**src/chipBusPkg.sv**
```systemverilog
`default_nettype none

package chipBusPkg;

    // Default chip address width. Covers 1 MB of chip RAM plus the register window.
    localparam int DEF_ADDR_W = 21;

    // Default chip data width. The chip bus is a 16-bit bus.
    localparam int DEF_DATA_W = 16;

    // Default number of clocks a CPU slot holds the chip bus.
    localparam int DEF_SLOT_LEN = 4;

    // When this address bit is set the access goes to the chipset registers.
    // When it is clear the access goes to chip RAM.
    localparam int REG_BASE_BIT = 20;

    // AXI response code. Only OKAY is ever returned.
    localparam logic [1:0] RESP_OKAY = 2'b00;

    // Opcode of one chip access, as issued by the host port.
    typedef enum logic [1:0] {
        accRamRead,
        accRamWrite,
        accRegRead,
        accRegWrite
    } accessKind;

    // States of the chip-bus cycle sequencer.
    typedef enum logic [2:0] {
        stIdle,
        stWaitDma,
        stAddr,
        stData,
        stLatch,
        stDone
    } cycleState;

endpackage

`default_nettype wire

```
**src/chipReqIf.sv**
```systemverilog
`default_nettype none

interface chipReqIf #(
    parameter int ADDR_W = chipBusPkg::DEF_ADDR_W,
    parameter int DATA_W = chipBusPkg::DEF_DATA_W
);
    // Carries a single chip access from the host port to the sequencer.
    // Only one request is ever in flight.
    import chipBusPkg::*;

    // The port raises req with kind, addr and wdata already settled.
    // All four stay unchanged until the sequencer answers with done.
    logic req;
    accessKind kind;
    logic [ADDR_W-1:0] addr;
    logic [DATA_W-1:0] wdata;

    // The sequencer pulses done for exactly one clock.
    // For reads, rdata holds the latched chip data in that same clock.
    logic done;
    logic [DATA_W-1:0] rdata;

    // Host port side.
    modport master (
        output req,
        output kind,
        output addr,
        output wdata,
        input  done,
        input  rdata
    );

    // Sequencer side.
    modport slave (
        input  req,
        input  kind,
        input  addr,
        input  wdata,
        output done,
        output rdata
    );

endinterface

`default_nettype wire

```
**src/axiLiteChipPort.sv**
```systemverilog
`default_nettype none

module axiLiteChipPort #(
    parameter int ADDR_W = chipBusPkg::DEF_ADDR_W,
    parameter int DATA_W = chipBusPkg::DEF_DATA_W
) (
    input  wire logic              clk28,
    input  wire logic              rst,
    input  wire logic [ADDR_W-1:0] awaddr,
    input  wire logic              awvalid,
    output logic                   awready,
    input  wire logic [DATA_W-1:0] wdata,
    input  wire logic              wvalid,
    output logic                   wready,
    output logic [1:0]             bresp,
    output logic                   bvalid,
    input  wire logic              bready,
    input  wire logic [ADDR_W-1:0] araddr,
    input  wire logic              arvalid,
    output logic                   arready,
    output logic [DATA_W-1:0]      rdata,
    output logic [1:0]             rresp,
    output logic                   rvalid,
    input  wire logic              rready,
    chipReqIf.master               chip
);
    import chipBusPkg::*;

    // The port walks through these states once per host transaction.
    typedef enum logic [1:0] {
        psIdle,
        psAccept,
        psBusy,
        psResp
    } portState;

    portState state;

    // Remembers whether the transaction in flight is a read.
    logic isRead;

    // No error path exists, so both responses are always OKAY.
    assign bresp = RESP_OKAY;
    assign rresp = RESP_OKAY;

    ////////////////////////////////////////////////////////////
    // Handshake control
    ////////////////////////////////////////////////////////////

    // Ready is raised for one clock only after the valids are seen in idle.
    // AXI keeps valid high until ready, so the transfer lands in psAccept.
    // A read wins over a write that shows up in the same idle clock.
    always_ff @(posedge clk28) begin
        if (rst) begin
            state    <= psIdle;
            isRead   <= 1'b0;
            awready  <= 1'b0;
            wready   <= 1'b0;
            arready  <= 1'b0;
            bvalid   <= 1'b0;
            rvalid   <= 1'b0;
            chip.req <= 1'b0;
        end else begin
            case (state)
                psIdle: begin
                    if (arvalid) begin
                        arready <= 1'b1;
                        isRead  <= 1'b1;
                        state   <= psAccept;
                    end else if (awvalid && wvalid) begin
                        awready <= 1'b1;
                        wready  <= 1'b1;
                        isRead  <= 1'b0;
                        state   <= psAccept;
                    end
                end
                psAccept: begin
                    // The transfer completes on this edge.
                    arready  <= 1'b0;
                    awready  <= 1'b0;
                    wready   <= 1'b0;
                    chip.req <= 1'b1;
                    state    <= psBusy;
                end
                psBusy: begin
                    if (chip.done) begin
                        chip.req <= 1'b0;
                        bvalid   <= !isRead;
                        rvalid   <= isRead;
                        state    <= psResp;
                    end
                end
                psResp: begin
                    // Nothing new is taken while the host holds off the response.
                    if ((bvalid && bready) || (rvalid && rready)) begin
                        bvalid <= 1'b0;
                        rvalid <= 1'b0;
                        state  <= psIdle;
                    end
                end
                default: state <= psIdle;
            endcase
        end
    end

    ////////////////////////////////////////////////////////////
    // Request and response payload
    ////////////////////////////////////////////////////////////

    // The address bit at REG_BASE_BIT picks register space over chip RAM.
    // Reads drive wdata to zero so the request never carries unknown bits.
    always_ff @(posedge clk28) begin
        if (state == psAccept) begin
            if (isRead) begin
                chip.addr  <= araddr;
                chip.wdata <= '0;
                chip.kind  <= araddr[REG_BASE_BIT] ? accRegRead : accRamRead;
            end else begin
                chip.addr  <= awaddr;
                chip.wdata <= wdata;
                chip.kind  <= awaddr[REG_BASE_BIT] ? accRegWrite : accRamWrite;
            end
        end
        if (state == psBusy && chip.done) begin
            rdata <= chip.rdata;
        end
    end

    // A single transaction is in flight, so only one response can be pending.
    respExclusive: assert property (@(posedge clk28) disable iff (rst)
        !(bvalid && rvalid))
        else $error("bvalid and rvalid are high together");

endmodule

`default_nettype wire

```
**src/chipCycleSequencer.sv**
```systemverilog
`default_nettype none

module chipCycleSequencer #(
    parameter int ADDR_W   = chipBusPkg::DEF_ADDR_W,
    parameter int DATA_W   = chipBusPkg::DEF_DATA_W,
    parameter int SLOT_LEN = chipBusPkg::DEF_SLOT_LEN
) (
    input  wire logic              clk28,
    input  wire logic              rst,
    chipReqIf.slave                chip,
    input  wire logic              casUn,
    input  wire logic              casLn,
    input  wire logic [DATA_W-1:0] latchedData,
    output logic                   regCycle,
    output logic                   regCpuCycle,
    output logic                   regWriteCycle,
    output logic                   cpuCycle,
    output logic                   writeCycle,
    output logic                   latchRam,
    output logic                   latchReg,
    output logic [ADDR_W-1:0]      chipAddr,
    output logic [DATA_W-1:0]      chipDataOut,
    output logic                   rnW
);
    import chipBusPkg::*;

    localparam int CNT_W = $clog2(SLOT_LEN + 1);

    cycleState state;
    accessKind curKind;
    logic [CNT_W-1:0] slotCnt;

    logic slotStart;
    logic inSlot;
    logic isReg;
    logic isWrite;

    ////////////////////////////////////////////////////////////
    // Slot timing
    ////////////////////////////////////////////////////////////

    // The DMA agent owns the bus while either CAS strobe is low.
    // A CPU slot may begin only on a clock where both strobes are idle.
    assign slotStart = (state == stWaitDma) && casUn && casLn;

    // The slot is stAddr, then SLOT_LEN-2 clocks of stData, then stLatch.
    // CAS is not looked at again once the slot has started.
    always_ff @(posedge clk28) begin
        if (rst) begin
            state   <= stIdle;
            slotCnt <= '0;
        end else begin
            case (state)
                stIdle: begin
                    if (chip.req) begin
                        state <= stWaitDma;
                    end
                end
                stWaitDma: begin
                    if (slotStart) begin
                        slotCnt <= CNT_W'(SLOT_LEN - 1);
                        state   <= stAddr;
                    end
                end
                stAddr: begin
                    slotCnt <= slotCnt - 1'b1;
                    state   <= stData;
                end
                stData: begin
                    slotCnt <= slotCnt - 1'b1;
                    if (slotCnt == CNT_W'(1)) begin
                        state <= stLatch;
                    end
                end
                stLatch: state <= stDone;
                stDone:  state <= stIdle;
                default: state <= stIdle;
            endcase
        end
    end

    // Address, write data and opcode are frozen for the whole slot.
    always_ff @(posedge clk28) begin
        if (slotStart) begin
            curKind     <= chip.kind;
            chipAddr    <= chip.addr;
            chipDataOut <= chip.wdata;
        end
    end

    ////////////////////////////////////////////////////////////
    // Cycle qualifiers
    ////////////////////////////////////////////////////////////

    assign inSlot  = (state == stAddr) || (state == stData) || (state == stLatch);
    assign isReg   = (curKind == accRegRead) || (curKind == accRegWrite);
    assign isWrite = (curKind == accRamWrite) || (curKind == accRegWrite);

    // A register cycle owns the chipset side for the full slot.
    // The CPU buffers join after the address clock so the chipset sees a settled address.
    assign regCycle      = inSlot && isReg;
    assign regCpuCycle   = ((state == stData) || (state == stLatch)) && isReg;
    assign regWriteCycle = regCycle && isWrite;
    assign cpuCycle      = inSlot && !isReg;
    assign writeCycle    = inSlot && isWrite;
    assign rnW           = !writeCycle;

    // Read data is strobed into the buffer latch in the last slot clock.
    assign latchRam = (state == stLatch) && !isReg && !isWrite;
    assign latchReg = (state == stLatch) && isReg && !isWrite;

    // The latch has captured the data by the time done is up.
    assign chip.done  = (state == stDone);
    assign chip.rdata = latchedData;

    // The host port must hold its request until the slot completes.
    reqStable: assert property (@(posedge clk28) disable iff (rst)
        (chip.req && !chip.done) |=> (chip.req && $stable(chip.kind)
            && $stable(chip.addr) && $stable(chip.wdata)))
        else $error("chip request changed before done");

    // A slot is opened only after a clock with both CAS strobes idle.
    noSlotDuringDma: assert property (@(posedge clk28) disable iff (rst)
        $rose(regCycle || cpuCycle) |-> $past(casUn && casLn))
        else $error("CPU slot started during a DMA cycle");

    // A slot targets RAM or registers, never both.
    qualExclusive: assert property (@(posedge clk28) disable iff (rst)
        !(regCycle && cpuCycle))
        else $error("regCycle and cpuCycle are high together");

endmodule

`default_nettype wire

```
**src/chipBuffers.sv**
```systemverilog
`default_nettype none

module chipBuffers #(
    parameter int DATA_W = chipBusPkg::DEF_DATA_W
) (
    input  wire logic              clk28,
    input  wire logic              rst,
    input  wire logic              regCycle,
    input  wire logic              regCpuCycle,
    input  wire logic              regWriteCycle,
    input  wire logic              cpuCycle,
    input  wire logic              writeCycle,
    input  wire logic              latchRam,
    input  wire logic              latchReg,
    input  wire logic              casUn,
    input  wire logic              casLn,
    input  wire logic [DATA_W-1:0] chipDataIn,
    output logic                   vbenN,
    output logic                   drdenN,
    output logic                   drdDir,
    output logic                   dmaLatchEn,
    output logic                   latchClk,
    output logic [DATA_W-1:0]      latchedData
);

    ////////////////////////////////////////////////////////////
    // Transceiver enables and direction
    ////////////////////////////////////////////////////////////

    // Either CAS strobe low means the DMA agent is running a cycle.
    logic dmaCycle;
    assign dmaCycle = !casUn || !casLn;

    // The CPU-side buffer opens only while the CPU has a live slot.
    assign vbenN = !(regCpuCycle || cpuCycle);

    // The chipset-side transceiver serves DMA traffic and every register cycle.
    assign drdenN = !(dmaCycle || regCycle);

    // Register cycles drive toward the chipset only when writing.
    // Outside register cycles the transceiver faces the latch unless the CPU writes RAM.
    assign drdDir = regCycle ? regWriteCycle : !writeCycle;

    // The latch enable follows the same rule but goes to its own pin.
    // Register write data is held in the latch until the slot ends.
    assign dmaLatchEn = regCycle ? regWriteCycle : !writeCycle;

    ////////////////////////////////////////////////////////////
    // Read data latch
    ////////////////////////////////////////////////////////////

    // One strobe per read source, merged onto the shared latch clock.
    assign latchClk = latchRam || latchReg;

    // Captures the chip bus in the clock where the strobe is high.
    always_ff @(posedge clk28) begin
        if (latchClk) begin
            latchedData <= chipDataIn;
        end
    end

    // The latch may only fire while the CPU buffers are connected.
    latchInSlot: assert property (@(posedge clk28) disable iff (rst)
        $rose(latchClk) |-> !vbenN)
        else $error("latchClk rose with the CPU buffers disabled");

endmodule

`default_nettype wire

```
**src/chipBusTop.sv**
```systemverilog
`default_nettype none

module chipBusTop #(
    parameter int ADDR_W   = chipBusPkg::DEF_ADDR_W,
    parameter int DATA_W   = chipBusPkg::DEF_DATA_W,
    parameter int SLOT_LEN = chipBusPkg::DEF_SLOT_LEN
) (
    input  wire logic              clk28,
    input  wire logic              rst,
    input  wire logic [ADDR_W-1:0] awaddr,
    input  wire logic              awvalid,
    output logic                   awready,
    input  wire logic [DATA_W-1:0] wdata,
    input  wire logic              wvalid,
    output logic                   wready,
    output logic [1:0]             bresp,
    output logic                   bvalid,
    input  wire logic              bready,
    input  wire logic [ADDR_W-1:0] araddr,
    input  wire logic              arvalid,
    output logic                   arready,
    output logic [DATA_W-1:0]      rdata,
    output logic [1:0]             rresp,
    output logic                   rvalid,
    input  wire logic              rready,
    output logic [ADDR_W-1:0]      chipAddr,
    output logic [DATA_W-1:0]      chipDataOut,
    input  wire logic [DATA_W-1:0] chipDataIn,
    output logic                   rnW,
    input  wire logic              casUn,
    input  wire logic              casLn,
    output logic                   vbenN,
    output logic                   drdenN,
    output logic                   drdDir,
    output logic                   dmaLatchEn,
    output logic                   latchClk
);

    // Cycle qualifiers from the sequencer to the buffer block.
    logic regCycle;
    logic regCpuCycle;
    logic regWriteCycle;
    logic cpuCycle;
    logic writeCycle;
    logic latchRam;
    logic latchReg;

    // Latched chip read data on its way back to the host.
    logic [DATA_W-1:0] latchedData;

    chipReqIf #(.ADDR_W(ADDR_W), .DATA_W(DATA_W)) chipReq ();

    axiLiteChipPort #(.ADDR_W(ADDR_W), .DATA_W(DATA_W)) hostPort (
        .chip(chipReq.master),
        .*
    );

    chipCycleSequencer #(.ADDR_W(ADDR_W), .DATA_W(DATA_W), .SLOT_LEN(SLOT_LEN)) sequencer (
        .chip(chipReq.slave),
        .*
    );

    chipBuffers #(.DATA_W(DATA_W)) buffers (.*);

endmodule

`default_nettype wire

```
**config.mk**
```make
export PLATFORM = sky130hd
export DESIGN_NAME = chipBusTop
export DESIGN_NICKNAME = d
export VERILOG_FILES = /design/src/chipBusPkg.sv /design/src/chipReqIf.sv /design/src/axiLiteChipPort.sv /design/src/chipCycleSequencer.sv /design/src/chipBuffers.sv /design/src/chipBusTop.sv
export SDC_FILE = /design/constraint.sdc
export NUM_CORES = 1
export LEC_CHECK = 0
export ABC_AREA = 1
export BUFFER_PORTS_ARGS = -buffer_cell sky130_fd_sc_hd__buf_4
export CAP_MARGIN = 25
export CORE_ASPECT_RATIO = 1.75
export CORE_MARGIN = 8
export CORE_UTILIZATION = 54
export DETAILED_ROUTE_END_ITERATION = 7
export GPL_TIMING_DRIVEN = 1
export PLACE_DENSITY = 0.95
export SYNTH_ARGS = -nofsm -noshare
export SYNTH_HDL_FRONTEND = slang
export SYNTH_SLANG_ARGS = --single-unit
```
**constraint.sdc**
```tcl
create_clock -name clk28 -period 3.18 [get_ports clk28]
set_input_delay 0.318 -clock clk28 [delete_from_list [all_inputs] [get_ports clk28]]
set_output_delay 0.318 -clock clk28 [all_outputs]
set_load 0.05 [all_outputs]
```
==> impl_metrics.csv <==
group,metric,value,unit
synthesis,netlist.top_cell.by_area,"edfxtp_1",
drt,dr_total_vias,3140,
clock_network,post_cts_resized,0,
pwr,power.share.switching,0.311,
timing,grt_setup_unrepaired,"no",
synthesis,yosys-top-cells-area,"edfxtp_1, nand2_1, dfxtp_1",
placed_design,io_buffers,146,
cells_and_area,syn_to_final_growth,37.7,%
synthesis,yosysSeqAreaShare,0.772,
hold_path,worstHoldStart,"chipDataIn[15]",
synthesis,netlist.area_leader.share,0.710,
synthesis,syn_area_per_cell,13.1,µm²
placed_design,place_ws,1.46,ns
synthesis,yosysMostFrequentCell,"edfxtp_1",
timing,worstMarginPinSlew,0.951,ns
setup_path,critPathLaunchType,"flip-flop",
global_route,grt_pass1_wl,17.3,mm
setup_path,cp_data_arrival_time,1.75,ns
synthesis,synth_area,4570,µm²
floorplanning,rows,44,
synthesis,yosys_warnings,0,
timing,finalClockSkew,0.00891,ns
timing,setup_slack,1.11,ns
drt,drc_errors,0,
setup_path,worst-r2r-cell-count,4,
drt,drtIter0Drc,222,
clock_network,cts_root_buf,"clkbuf_16",
clock_network,cts_hold_buf,0,
timing,fin_crit,2.07,ns
hold_path,worstHoldPathType,"primary input to flip-flop",
synthesis,synthTopCellsByCount,"edfxtp_1, nand2_1, nor2_1",
timing,setup_viol,0,
clock_network,cts_setup_buffers,0,
clock_network,htree_num_levels,4,
setup_path,required,2.86,ns
timing,slew_violations,0,
pwr,powerDensity,840,nW/µm²
placed_design,gp_congestion,0.861,
timing,fmax,0.484,GHz
timing,fin_tns_setup,0,ns
timing,slew_headroom,0.366,
placed_design,dpl.hpwl,8.12,mm
cells_and_area,diodes,0,
pwr,p_comb_frac,0.230,
pwr,p_clk_frac,0.343,
hold_path,hold_path_end,"buffers.latchedData[15]",
global_route,gr-total-overflow,0,
timing,fin_crit_sh,0.649,
synthesis,async_flop_share,0,
setup_path,criticalPathCategory,"flip-flop to output pin",
floorplanning,die_height,138,µm
cells_and_area,fin_nets,596,
hold_path,worstHoldPathCells,1,
global_route,grt_usage,0.203,
timing,hold_viol_final,0,
drt,dr.pass1.iters,4,
global_route,first_global_vias,3373,
synthesis,netlist_instances,349,
cells_and_area,final_layout_size_suffix_gt1_frac,0.368,
outcome,status,"finished, final reports clean",
global_route,grt_antenna_before_repair,0,
clock_network,clk_latency,0.41,ns
synthesis,synth_cell_types,27,
setup_path,worstPathMaxFanout,17,
synthesis,ys_seq_elements,122,
pwr,power.net_switching,1640,µW
clock_network,cts_made_buffers,17,
drt,drtAntennaViolNets,0,
setup_path,rrSetupSlack,1.45,ns
pwr,ir_worst_vdd,0.000683,V
pwr,power_frac_seq,0.427,
setup_path,end_kind,"output pin",
floorplanning,dieArea,11800,µm²
clock_network,cts_tree,"yes",
drt,via_per_inst,5.14,
floorplanning,die_x,85.5,µm
floorplanning,coreArea,8260,µm²
setup_path,r2r-start,"hostPort.state[1]",
clock_network,cts.reportedPaths.clkPinSlew,0.05,ns
floorplanning,pin_count,151,
floorplanning,start_util,0.553,
drt,wl_per_cell,19.1,µm
drt,totalWireLength,11.7,mm
pwr,p_int,3640,µW
setup_path,timing.rr.end,"hostPort.chip.req",
pwr,p_leak,0.00273,µW
clock_network,clock_sinks,122,
flow_run,cap_violations,0,
synthesis,synth_ff_type,"edfxtp_1",
synthesis,synth-edff-count,108,
clock_network,clock_path_buffers,2,
global_route,grt_max_degree,42,
[layer usage]
layer  track usage  vias to the layer above  routed length, µm  part of all wire
met5             0                        -                  0                 0
met4         0.145                        0                519             0.044
met3        0.0621                       31                698             0.060
met2         0.371                      155               6700              0.57
met1         0.184                     1490               3780              0.32
li1              -                     1464                  -                 -
[area by class of cell]
| type | instances | area (µm²) |
|---|---|---|
| Clock inverter | 13 | 129 |
| Fill cell | 483 | 1970 |
| Clock buffer | 18 | 429 |
| Tap cell | 92 | 115 |
| Sequential cell | 122 | 3520 |
| Timing Repair Buffer | 150 | 1130 |
| Inverter | 38 | 143 |
| Multi-Input combinational cell | 178 | 823 |
[worst max path at each step]
stage | startpoint | end | slack, ns | cells past startpoint
floorplan | sequencer.state[0] | buffers.latchedData[0] | 0.85 | 3
global placement | sequencer.state[0] | sequencer.chipDataOut[10] | 1.59 | 5
detailed placement | hostPort.state[1] | hostPort.chip.req | 1.46 | 4
CTS | sequencer.state[2] | latchClk | 1.11 | 4
global route | sequencer.state[2] | latchClk | 1.01 | 4
finish | sequencer.state[2] | latchClk | 1.11 | 4
[critical path: stages, from the launching register on]
cell,delay (ns)
dfxtp_1,0.59
nand2_1,0.15
nor2_1,0.11
buf_4,0.24
buf_4,0.25
[registers in the layout, summed over array words and instances (netlist names)]
name / count
hostPort.arready: 1
hostPort.chip.addr: 20
hostPort.rvalid: 1
sequencer.chipDataOut: 16
sequencer.state: 3
hostPort.awready: 1
hostPort.rdata: 16
sequencer.slotCnt: 3
sequencer.curKind: 2
hostPort.chip.req: 1
hostPort.chip.kind: 2
hostPort.state: 2
hostPort.bvalid: 1
buffers.latchedData: 16
hostPort.isRead: 1
sequencer.chipAddr: 20
hostPort.chip.wdata: 16
[metrics by stage]
stage / cells / power, µW / hold WS (ns) / utilization / cell area (µm²)
after global placement: 580 / 3370 / 0.400 / 0.694 / 5730
final: 611 / 5280 / 0.0850 / 0.762 / 6290
after floorplan: 352 / 3090 / 0.387 / - / 4580
after detailed placement: 580 / 3470 / 0.405 / 0.694 / 5730
after CTS: 611 / 5290 / 0.0709 / 0.762 / 6290
after global routing: 611 / 5490 / 0.0676 / 0.762 / 6290
[power groups by stage]
| stage | combinational [µW] | clock [µW] | sequential (µW) |
|---|---|---|---|
| 3_5_place_dp | 1190 | 0 | 2280 |
| 4_1_cts | 1210 | 1830 | 2250 |
| 6_report | 1210 | 1810 | 2250 |
| 5_1_grt | 1310 | 1900 | 2270 |
| 3_3_place_gp | 1120 | 0 | 2250 |
| 2_1_floorplan | 664 | 0 | 2420 |
[cells in the final DEF, fill, tap and decap left out, types with 2 or more instances in the layout]
cell type / n
clkbuf_16: 17
ha_1: 5
edfxtp_1: 108
dfxtp_1: 14
bufinv_16: 2
or2_2: 2
nor2_1: 38
clkinv_1: 2
clkinv_2: 3
conb_1: 4
nand3_2: 3
o21ai_0: 4
a21oi_1: 8
inv_1: 37
nand2_2: 2
nand3_1: 9
clkinvlp_4: 5
nand2_1: 92
a21oi_2: 2
buf_4: 150
[cell families (layout without fill, tap and decap cells)]
logic type | after synthesis | after routing | share of synthesized area
AND/OR/NAND/NOR | 151 | 151 | 0.139
AO/OA/AOI/OAI | 17 | 17 | 0.0214
buffers and inverters | 52 | 219 | 0.0512
flip-flops | 122 | 122 | 0.772
other | 1 | 4 | 0.000821
adder cells (fa/ha/maj) | 6 | 6 | 0.0164
No activity file was read; power rests on OpenSTA's default activity.
